[src/kws_params.svh]
`ifndef KWS_PARAMS_SVH
`define KWS_PARAMS_SVH

`define KWS_DATA_W      32     // bus width and packed word width
`define KWS_LANE_W      16     // one signed lane of a packed word
`define KWS_LEN_W       8      // frame length field of a start word
`define KWS_CNT_W       3      // fill levels and credit counters
`define KWS_ADDR_W      5      // low address bits seen by the map
`define KWS_IN_DEPTH    4      // core input fifo depth and initial slave credits
`define KWS_RES_DEPTH   4      // result fifo depth and initial core credits
`define KWS_OP_LSB      30     // two-bit opcode field of a control word

// byte offsets of the register map
`define KWS_ADDR_CTRL   5'h00  // control words
`define KWS_ADDR_DATA   5'h04  // packed data
`define KWS_ADDR_WEIGHT 5'h08  // packed weights
`define KWS_ADDR_RESULT 5'h0C  // read pops one result
`define KWS_ADDR_STATUS 5'h10  // result fill level

`endif

[src/kws_pkg.sv]
`include "kws_params.svh"

package kws_pkg;

  // what a stream word carries
  typedef enum logic [1:0] {
    kind_ctrl   = 2'd0,
    kind_data   = 2'd1,
    kind_weight = 2'd2
  } kws_kind_e;

  // control word opcodes
  typedef enum logic [1:0] {
    op_nop   = 2'd0,
    op_start = 2'd1,
    op_abort = 2'd2
  } kws_op_e;

  typedef enum logic {
    st_idle = 1'b0,             // waiting for a start
    st_run  = 1'b1              // counting weights of a frame
  } kws_state_e;

  typedef struct packed {
    logic                   valid;   // word sent this cycle
    kws_kind_e              kind;
    logic [`KWS_DATA_W-1:0] data;
  } kws_word_t;

  typedef struct packed {
    logic                   valid;   // result pushed / fifo head present
    logic [`KWS_DATA_W-1:0] acc;
  } kws_result_t;

  typedef struct packed {
    logic                   hsel;
    logic [1:0]             htrans;
    logic                   hwrite;
    logic [`KWS_ADDR_W-1:0] haddr;   // only the low bits are decoded
    logic [`KWS_DATA_W-1:0] hwdata;
  } kws_ahb_req_t;

  typedef struct packed {
    logic                   hready;
    logic [`KWS_DATA_W-1:0] hrdata;
  } kws_ahb_rsp_t;

endpackage

[src/kws_ahb_slave.sv]
`timescale 1ns/1ps
`include "kws_params.svh"

module kws_ahb_slave (
  input  logic                  hclk0,
  input  logic                  hrst_b0,
  input  kws_pkg::kws_ahb_req_t ahb_req,
  output kws_pkg::kws_ahb_rsp_t ahb_rsp,
  output kws_pkg::kws_word_t    in_word,
  input  logic                  in_credit,
  input  kws_pkg::kws_result_t  head,
  input  logic [`KWS_CNT_W-1:0] count,
  output logic                  pop
);

  logic                   hready;      // our own hready, also gates address sampling
  logic                   addr_act;    // NONSEQ or SEQ to this slave
  logic                   dp_act;      // accepted transfer now in data phase
  logic                   dp_write;
  logic [`KWS_ADDR_W-1:0] dp_addr;
  logic                   dp_read;
  logic                   dp_stream;   // write that goes to the core
  kws_pkg::kws_kind_e     dp_kind;
  logic                   send;        // word leaves for the core this cycle
  logic [`KWS_CNT_W-1:0]  credit_cnt;  // free slots left in core input fifo
  logic [`KWS_DATA_W-1:0] rdata;

  ////////////////////////////////////////
  // address phase
  ////////////////////////////////////////
  assign addr_act = ahb_req.hsel & ahb_req.htrans[1];  // htrans[1] set for NONSEQ/SEQ

  always_ff @(posedge hclk0 or negedge hrst_b0) begin
    if (!hrst_b0) begin
      dp_act   <= 1'b0;
      dp_write <= 1'b0;
      dp_addr  <= '0;
    end else if (hready) begin         // hold the data phase through wait states
      dp_act   <= addr_act;
      dp_write <= ahb_req.hwrite;
      dp_addr  <= ahb_req.haddr;
    end
  end

  ////////////////////////////////////////
  // write side, stream words and credits
  ////////////////////////////////////////
  always_comb begin
    dp_stream = dp_act & dp_write;
    dp_kind   = kws_pkg::kind_ctrl;
    case (dp_addr)
      `KWS_ADDR_CTRL:   dp_kind = kws_pkg::kind_ctrl;
      `KWS_ADDR_DATA:   dp_kind = kws_pkg::kind_data;
      `KWS_ADDR_WEIGHT: dp_kind = kws_pkg::kind_weight;
      default:          dp_stream = 1'b0;   // unmapped write is dropped, no wait
    endcase
  end

  assign send   = dp_stream & (credit_cnt != '0);
  assign hready = ~(dp_stream & (credit_cnt == '0));  // stall only when out of credit

  assign in_word.valid = send;
  assign in_word.kind  = dp_kind;
  assign in_word.data  = ahb_req.hwdata;  // hwdata is live in the data phase

  always_ff @(posedge hclk0 or negedge hrst_b0) begin
    if (!hrst_b0) begin
      credit_cnt <= `KWS_CNT_W'(`KWS_IN_DEPTH);
    end else begin
      case ({send, in_credit})
        2'b10:   credit_cnt <= credit_cnt - 1'b1;  // word spent a slot
        2'b01:   credit_cnt <= credit_cnt + 1'b1;  // core freed a slot
        default: ;                                  // none or both
      endcase
    end
  end

  ////////////////////////////////////////
  // read side
  ////////////////////////////////////////
  assign dp_read = dp_act & ~dp_write;

  always_comb begin
    rdata = '0;
    if (dp_read) begin
      case (dp_addr)
        `KWS_ADDR_RESULT: rdata = head.valid ? head.acc : '0;  // empty reads zero
        `KWS_ADDR_STATUS: rdata = {{(`KWS_DATA_W-`KWS_CNT_W){1'b0}}, count};
        default:          rdata = '0;
      endcase
    end
  end

  // reads never stall, so each result read pops at most once
  assign pop = dp_read & (dp_addr == `KWS_ADDR_RESULT) & head.valid;

  assign ahb_rsp.hready = hready;
  assign ahb_rsp.hrdata = rdata;

endmodule

[src/kws_mac_core.sv]
`timescale 1ns/1ps
`include "kws_params.svh"

module kws_mac_core (
  input  logic                 hclk0,
  input  logic                 hrst_b0,
  input  kws_pkg::kws_word_t   in_word,
  output logic                 in_credit,
  output kws_pkg::kws_result_t res,
  input  logic                 res_credit
);

  localparam int PTR_W = $clog2(`KWS_IN_DEPTH);

  kws_pkg::kws_word_t            fifo_mem [`KWS_IN_DEPTH];  // stream words, no reset
  logic [PTR_W-1:0]              wr_ptr;
  logic [PTR_W-1:0]              rd_ptr;
  logic [`KWS_CNT_W-1:0]         fifo_cnt;
  kws_pkg::kws_word_t            cur;       // word at the fifo head
  kws_pkg::kws_op_e              op;        // opcode if cur is a control word
  logic [`KWS_LEN_W-1:0]         len;       // frame length if cur is a start
  logic                          take;      // head word consumed this cycle
  logic                          last_wt;   // head is the weight that ends the frame
  logic                          emit;      // result goes out this cycle
  kws_pkg::kws_state_e           state;
  logic [`KWS_LEN_W-1:0]         remain;    // weights still due in this frame
  logic [`KWS_DATA_W-1:0]        dat_q;     // data word waiting for its weight
  logic [`KWS_DATA_W-1:0]        acc;
  logic signed [`KWS_DATA_W-1:0] prod_lo;
  logic signed [`KWS_DATA_W-1:0] prod_hi;
  logic [`KWS_DATA_W-1:0]        acc_sum;   // wraps at 32 bits
  logic [`KWS_CNT_W-1:0]         res_cnt;   // free result fifo slots
  logic                          res_valid;
  logic [`KWS_DATA_W-1:0]        res_acc;

  ////////////////////////////////////////
  // input fifo
  ////////////////////////////////////////
  always_ff @(posedge hclk0) begin
    if (in_word.valid) fifo_mem[wr_ptr] <= in_word;  // slave holds a credit for it
  end

  always_ff @(posedge hclk0 or negedge hrst_b0) begin
    if (!hrst_b0) begin
      wr_ptr   <= '0;
      rd_ptr   <= '0;
      fifo_cnt <= '0;
    end else begin
      if (in_word.valid) wr_ptr <= wr_ptr + 1'b1;  // power of two depth wraps
      if (take)          rd_ptr <= rd_ptr + 1'b1;
      case ({in_word.valid, take})
        2'b10:   fifo_cnt <= fifo_cnt + 1'b1;
        2'b01:   fifo_cnt <= fifo_cnt - 1'b1;
        default: ;
      endcase
    end
  end

  assign cur = fifo_mem[rd_ptr];
  assign op  = kws_pkg::kws_op_e'(cur.data[`KWS_OP_LSB +: 2]);
  assign len = cur.data[`KWS_LEN_W-1:0];

  assign last_wt = (state == kws_pkg::st_run) && (cur.kind == kws_pkg::kind_weight) &&
                   (remain == `KWS_LEN_W'(1));
  // hold the frame-ending weight until a result slot is free
  assign take      = (fifo_cnt != '0) & ~(last_wt & (res_cnt == '0));
  assign emit      = take & last_wt;
  assign in_credit = take;  // one credit back per removed word

  ////////////////////////////////////////
  // two-lane multiply-accumulate
  ////////////////////////////////////////
  assign prod_lo = $signed(dat_q[`KWS_LANE_W-1:0]) * $signed(cur.data[`KWS_LANE_W-1:0]);
  assign prod_hi = $signed(dat_q[`KWS_DATA_W-1:`KWS_LANE_W]) *
                   $signed(cur.data[`KWS_DATA_W-1:`KWS_LANE_W]);
  assign acc_sum = acc + prod_lo + prod_hi;

  always_ff @(posedge hclk0) begin
    if (take) begin
      if (cur.kind == kws_pkg::kind_ctrl && op == kws_pkg::op_start)
        acc <= '0;                                   // new frame
      if (state == kws_pkg::st_run && cur.kind == kws_pkg::kind_data)
        dat_q <= cur.data;                           // held for the next weight
      if (state == kws_pkg::st_run && cur.kind == kws_pkg::kind_weight)
        acc <= acc_sum;
    end
    if (emit) res_acc <= acc_sum;                    // includes the last pair
  end

  ////////////////////////////////////////
  // frame fsm
  ////////////////////////////////////////
  always_ff @(posedge hclk0 or negedge hrst_b0) begin
    if (!hrst_b0) begin
      state  <= kws_pkg::st_idle;
      remain <= '0;
    end else if (take) begin
      case (cur.kind)
        kws_pkg::kind_ctrl: begin
          if (op == kws_pkg::op_start) begin
            remain <= len;
            state  <= (len != '0) ? kws_pkg::st_run : kws_pkg::st_idle;  // zero length is a no-op
          end else if (op == kws_pkg::op_abort) begin
            state  <= kws_pkg::st_idle;              // frame dropped, nothing emitted
          end
        end
        kws_pkg::kind_weight: begin
          if (state == kws_pkg::st_run) begin
            remain <= remain - 1'b1;
            if (last_wt) state <= kws_pkg::st_idle;
          end
        end
        default: ;                                   // data only touches dat_q
      endcase
    end
  end

  ////////////////////////////////////////
  // result push and credits
  ////////////////////////////////////////
  always_ff @(posedge hclk0 or negedge hrst_b0) begin
    if (!hrst_b0) begin
      res_valid <= 1'b0;
      res_cnt   <= `KWS_CNT_W'(`KWS_RES_DEPTH);
    end else begin
      res_valid <= emit;
      case ({emit, res_credit})
        2'b10:   res_cnt <= res_cnt - 1'b1;
        2'b01:   res_cnt <= res_cnt + 1'b1;
        default: ;
      endcase
    end
  end

  assign res.valid = res_valid;
  assign res.acc   = res_acc;

endmodule

[src/kws_result_fifo.sv]
`timescale 1ns/1ps
`include "kws_params.svh"

module kws_result_fifo (
  input  logic                  hclk0,
  input  logic                  hrst_b0,
  input  kws_pkg::kws_result_t  res,
  input  logic                  pop,
  output kws_pkg::kws_result_t  head,
  output logic [`KWS_CNT_W-1:0] count,
  output logic                  res_credit
);

  localparam int PTR_W = $clog2(`KWS_RES_DEPTH);

  logic [`KWS_DATA_W-1:0] mem [`KWS_RES_DEPTH];  // accumulators
  logic [PTR_W-1:0]       wr_ptr;
  logic [PTR_W-1:0]       rd_ptr;
  logic [`KWS_CNT_W-1:0]  fill;
  logic                   do_pop;                // pop of a valid head
  logic                   credit_q;

  assign do_pop = pop & (fill != '0);

  ////////////////////////////////////////
  // storage
  ////////////////////////////////////////
  always_ff @(posedge hclk0) begin
    if (res.valid) mem[wr_ptr] <= res.acc;  // core only pushes with a credit
  end

  always_ff @(posedge hclk0 or negedge hrst_b0) begin
    if (!hrst_b0) begin
      wr_ptr   <= '0;
      rd_ptr   <= '0;
      fill     <= '0;
      credit_q <= 1'b0;
    end else begin
      if (res.valid) wr_ptr <= wr_ptr + 1'b1;
      if (do_pop)    rd_ptr <= rd_ptr + 1'b1;
      case ({res.valid, do_pop})
        2'b10:   fill <= fill + 1'b1;
        2'b01:   fill <= fill - 1'b1;
        default: ;                           // push and pop together
      endcase
      credit_q <= do_pop;                    // slot freed, hand it back
    end
  end

  assign head.valid = (fill != '0);          // low means empty
  assign head.acc   = mem[rd_ptr];
  assign count      = fill;
  assign res_credit = credit_q;

endmodule

[src/kws_top.sv]
`timescale 1ns/1ps
`include "kws_params.svh"

module kws_top (
  input  logic                  hclk0,
  input  logic                  hrst_b0,
  input  kws_pkg::kws_ahb_req_t ahb_req,
  output kws_pkg::kws_ahb_rsp_t ahb_rsp
);

  kws_pkg::kws_word_t    in_word;     // slave to core stream
  logic                  in_credit;   // core to slave credit pulse
  kws_pkg::kws_result_t  res;         // core to result fifo
  logic                  res_credit;  // result fifo to core credit pulse
  kws_pkg::kws_result_t  head;        // oldest result for host reads
  logic [`KWS_CNT_W-1:0] count;       // result fill level for status
  logic                  pop;         // host read of the result address

  ////////////////////////////////////////
  // input side
  ////////////////////////////////////////
  kws_ahb_slave u_slave (
    .hclk0     (hclk0),
    .hrst_b0   (hrst_b0),
    .ahb_req   (ahb_req),
    .ahb_rsp   (ahb_rsp),
    .in_word   (in_word),
    .in_credit (in_credit),
    .head      (head),
    .count     (count),
    .pop       (pop)
  );

  // processing
  kws_mac_core u_core (
    .hclk0      (hclk0),
    .hrst_b0    (hrst_b0),
    .in_word    (in_word),
    .in_credit  (in_credit),
    .res        (res),
    .res_credit (res_credit)
  );

  // output side
  kws_result_fifo u_fifo (
    .hclk0      (hclk0),
    .hrst_b0    (hrst_b0),
    .res        (res),
    .pop        (pop),
    .head       (head),
    .count      (count),
    .res_credit (res_credit)
  );

endmodule

[config.mk]
export PLATFORM = sky130hd
export DESIGN_NAME = kws_top
export DESIGN_NICKNAME = d
export VERILOG_FILES = /design/src/kws_pkg.sv /design/src/kws_ahb_slave.sv /design/src/kws_mac_core.sv /design/src/kws_result_fifo.sv /design/src/kws_top.sv
export VERILOG_INCLUDE_DIRS = /design/src
export SDC_FILE = /design/constraint.sdc
export NUM_CORES = 2
export LEC_CHECK = 0
export ABC_AREA = 1
export BUFFER_PORTS_ARGS = -buffer_cell sky130_fd_sc_hd__buf_2
export CELL_PAD_IN_SITES_DETAIL_PLACEMENT = 1
export CELL_PAD_IN_SITES_GLOBAL_PLACEMENT = 1
export CORE_ASPECT_RATIO = 0.9
export CORE_MARGIN = 3
export CORE_UTILIZATION = 47
export DETAILED_ROUTE_END_ITERATION = 16
export PLACE_DENSITY = 0.81
export SYNTH_ARGS = -nofsm -noshare
export SYNTH_HDL_FRONTEND = slang
export SYNTH_HIERARCHICAL = 1
export SYNTH_SLANG_ARGS = --single-unit
[constraint.sdc]
create_clock -name hclk0 -period 7.14 [get_ports hclk0]
set_input_delay 0.714 -clock hclk0 [delete_from_list [all_inputs] [get_ports hclk0]]
set_output_delay 0.714 -clock hclk0 [all_outputs]
set_load 0.02 [all_outputs]
==> results_dict.tcl <==
set metrics [dict create \
    grt_max_degree 122 \
    final_cell_mix "869 x inv_1, 626 x nand2_1, 575 x fa_1" \
    syn_nets 4542 \
    p_int_w 0.00388 \
    synthCells 3723 \
    ctsHoldBuffers 0 \
    post-route-min-period_ns 9.59 \
    required_ns 7.56 \
    cap_violations 0 \
    grt_pass1_vias 35813 \
    ys_seq_elements 398 \
    synth_area_leaders "fa_1 34%, edfxtp_1 29%, inv_1 9.5%" \
    cp_top_family "adder cells" \
    remaining_drc_errors 0 \
    die_y_um 273 \
    drt_iter0_markers 4480 \
    syn2layout_area_growth_pct 21.5 \
    worst-path-buf-inv 10 \
    slowest_delay_ns 0.89 \
    vias 32792 \
    start_util 0.477 \
    startpoint_type "register" \
    num-nets-final 4957 \
    finalSetupViolCount 46 \
    power_leakage_nw 21.6 \
    clkSinkCount 398 \
    cts_tree "yes" \
    min_path_type "in -> async" \
    yosysSeqAreaShare 0.316 \
    syn_area_per_cell_um2 10.0 \
    fillers 8391 \
    core_area_mm2 0.0782 \
    final_hold_viol_count 0 \
    setup_ws_ns -2.45 \
    grt_util_met1 0.394 \
    rsz0062_at_grt "yes" \
    relSlewSlack 0.122 \
    die_area_mm2 0.0827 \
    finalCritPeriodShare 1.34 \
    crit_fanout 9 \
    via_per_inst 6.27 \
    gp_congestion 0.940 \
    fp.dieW_um 303 \
    rows 97 \
    sequentialPowerShare 0.497 \
    hpwlAfterDp_um 96700 \
    ir_worst_vdd_v 0.000227 \
    grt_pass1_wl_um 224000 \
    ys_types 54 \
    grtUsageTotal 0.372 \
    antenna_left 0 \
    tightestPinTransition_ns 1.32 \
    power_w 0.00507 \
    finalWirelength_um 183000 \
    r2r_start "u_core/rd_ptr[0]" \
    antenna_found_initial 15 \
    p_sw_w 0.00118 \
    cp.arrival_ns 10.01 \
    ys_async_sr_fraction 0.0955 \
    final_area_mm2 0.0452 \
    status "finished with violations" \
    path_class "reg -> reg" \
    postLayoutCoreUtil 0.579 \
    wl_per_cell_um 35.0 \
    cts_buffer_depth 3 \
    cpMaxStageDelayCell "fa_1" \
    slew_violations 0 \
    place_area_mm2 0.0415 \
    path_common_cell "fa_1" \
    grt-busiest-layer "met2" \
    clkTransAtPathRegs_ns 0.08 \
    port_buffers 74 \
    hold-worst-slack_ns 0.287 \
    cp-end-kind "register" \
    failed_checks "negative setup slack" \
    root_buffer "clkbuf_16" \
    clkLatencyLatePin_ns 0.64 \
    io_pins 76 \
    synth.top_cell.area_share 0.336 \
    synth_flop_cell "edfxtp_1" \
    final_common_cell "inv_1" \
    synth_edf_count 360 \
    pwr-share-clk 0.496 \
    synth.largest_area_cell "fa_1" \
    grtUsageMet3 0.113 \
    dpl_worst_slack_ns -0.971 \
    pwr_density_cell_mw_per_mm2 112 \
    switching_share 0.234 \
    globalRouteMet2Util 0.616 \
    clock_skew_ns 0.0402 \
    combPwrFrac 0.007 \
    dr.pass1.iters 8 \
    startpoint "u_core/rd_ptr[0]" \
    drive_gt1_frac 0.241 \
    htreeDepth 2 \
    numCtsBuffers 44 \
    netlist_area_mm2 0.0372 \
    grt-ovfl-total 0 \
    fmax_ghz 0.104 \
    yosys_warnings 6 \
]
-- cell usage after synthesis (8+ instances only) --
library cell / instances
a21oi_1: 41
buf_1: 22
nor2_4: 14
clkbuf_1: 23
xor2_1: 26
nor3_1: 13
o21ai_0: 27
fa_1: 626
nand2_1: 699
o21ai_2: 8
nor2_1: 349
nand3_1: 103
clkinv_1: 16
o211ai_1: 66
buf_6: 16
xnor2_1: 21
inv_1: 938
ha_1: 150
nand2_2: 10
buf_2: 41
buf_4: 40
edfxtp_1: 360
nand4_1: 15
dfrtp_1: 36
-- layer usage --
layer / wire length (µm) / vias to the layer above
li1: - / 11891
met1: 52700 / 16074
met2: 79700 / 3214
met3: 26400 / 1591
met4: 23100 / 22
met5: 832 / -
-- registers in the layout (all words and copies together) (netlist names) --
| name | flops |
|---|---|
| u_slave/credit_cnt | 3 |
| u_core/fifo_cnt | 3 |
| u_fifo/count | 3 |
| u_core/res_acc | 32 |
| u_core/wr_ptr | 2 |
| u_core/rd_ptr | 2 |
| u_slave/dp_write | 1 |
| u_core/dat_q | 32 |
| u_fifo/mem | 128 |
| u_core/state | 1 |
| u_fifo/wr_ptr | 2 |
| u_slave/dp_addr | 5 |
| u_slave/dp_act | 1 |
| u_core/remain | 8 |
| u_core/fifo_mem | 136 |
| u_core/res_valid | 1 |
| u_fifo/res_credit | 1 |
| u_fifo/rd_ptr | 2 |
| u_core/res_cnt | 3 |
| u_core/acc | 32 |
-- power by group through the flow --
stage | Combinational (W) | Clock, W | Sequential (W)
6_report | 0.0000340 | 0.00251 | 0.00252
5_1_grt | 0.0000371 | 0.00260 | 0.00252
4_1_cts | 0.0000322 | 0.00241 | 0.00252
3_5_place_dp | 0.0000316 | 0 | 0.00257
3_3_place_gp | 0.0000285 | 0 | 0.00257
2_1_floorplan | 0.0000221 | 0 | 0.00257
-- final cells by class --
| cell class | count | area [µm²] | area share |
|---|---|---|---|
| tap | 1039 | 1300 | 0.0287 |
| antenna | 14 | 35.0 | 0.000774 |
| timing repair buffer | 512 | 4240 | 0.0937 |
| multi-input combinational | 2219 | 22800 | 0.503 |
| clock buffer | 56 | 1170 | 0.0258 |
| clock inverter | 25 | 285 | 0.00630 |
| sequential | 398 | 11800 | 0.260 |
| inverter | 963 | 3680 | 0.0814 |
-- logic make-up after synthesis --
logic type / synth area share
adders and majority gates: 0.387
AOI/OAI and AO/OA: 0.0309
buffers and inverters: 0.121
and+or+nand+nor: 0.134
muxes: 0.000605
DFF: 0.316
xor gates and xnor gates: 0.0111
-- repair_timing --
| action | CTS | global route |
|---|---|---|
| setup buffers | 54 | 22 |
| pin swaps | 116 | 82 |
| resized for setup | 296 | 142 |
| cloned | 0 | 3 |
| setup endpoints to repair | 46 | 50 |
-- per-stage QoR --
step | std cells | setup TNS [ns]
2_1_floorplan | 3723 | -1.20
3_3_place_gp | 5053 | -18.73
3_5_place_dp | 5053 | -30.02
4_1_cts | 5187 | -18.88
5_1_grt | 5216 | -76.82
6_report | 5226 | -69.92
-- worst paths after layout --
check	end	slack [ns]	depth (start not counted)
setup / recovery	u_core/acc[31]	-2.45	31
hold / removal	u_core/remain[6]	0.29	1
setup reg to reg	u_core/acc[31]	-2.45	31
hold reg to reg	u_slave/credit_cnt[2]	0.50	2
max in group asynchronous	u_core/rd_ptr[0]	6.10	1
min in group hclk0	u_slave/dp_addr[3]	0.29	3
(Power assumes the default switching activity.)
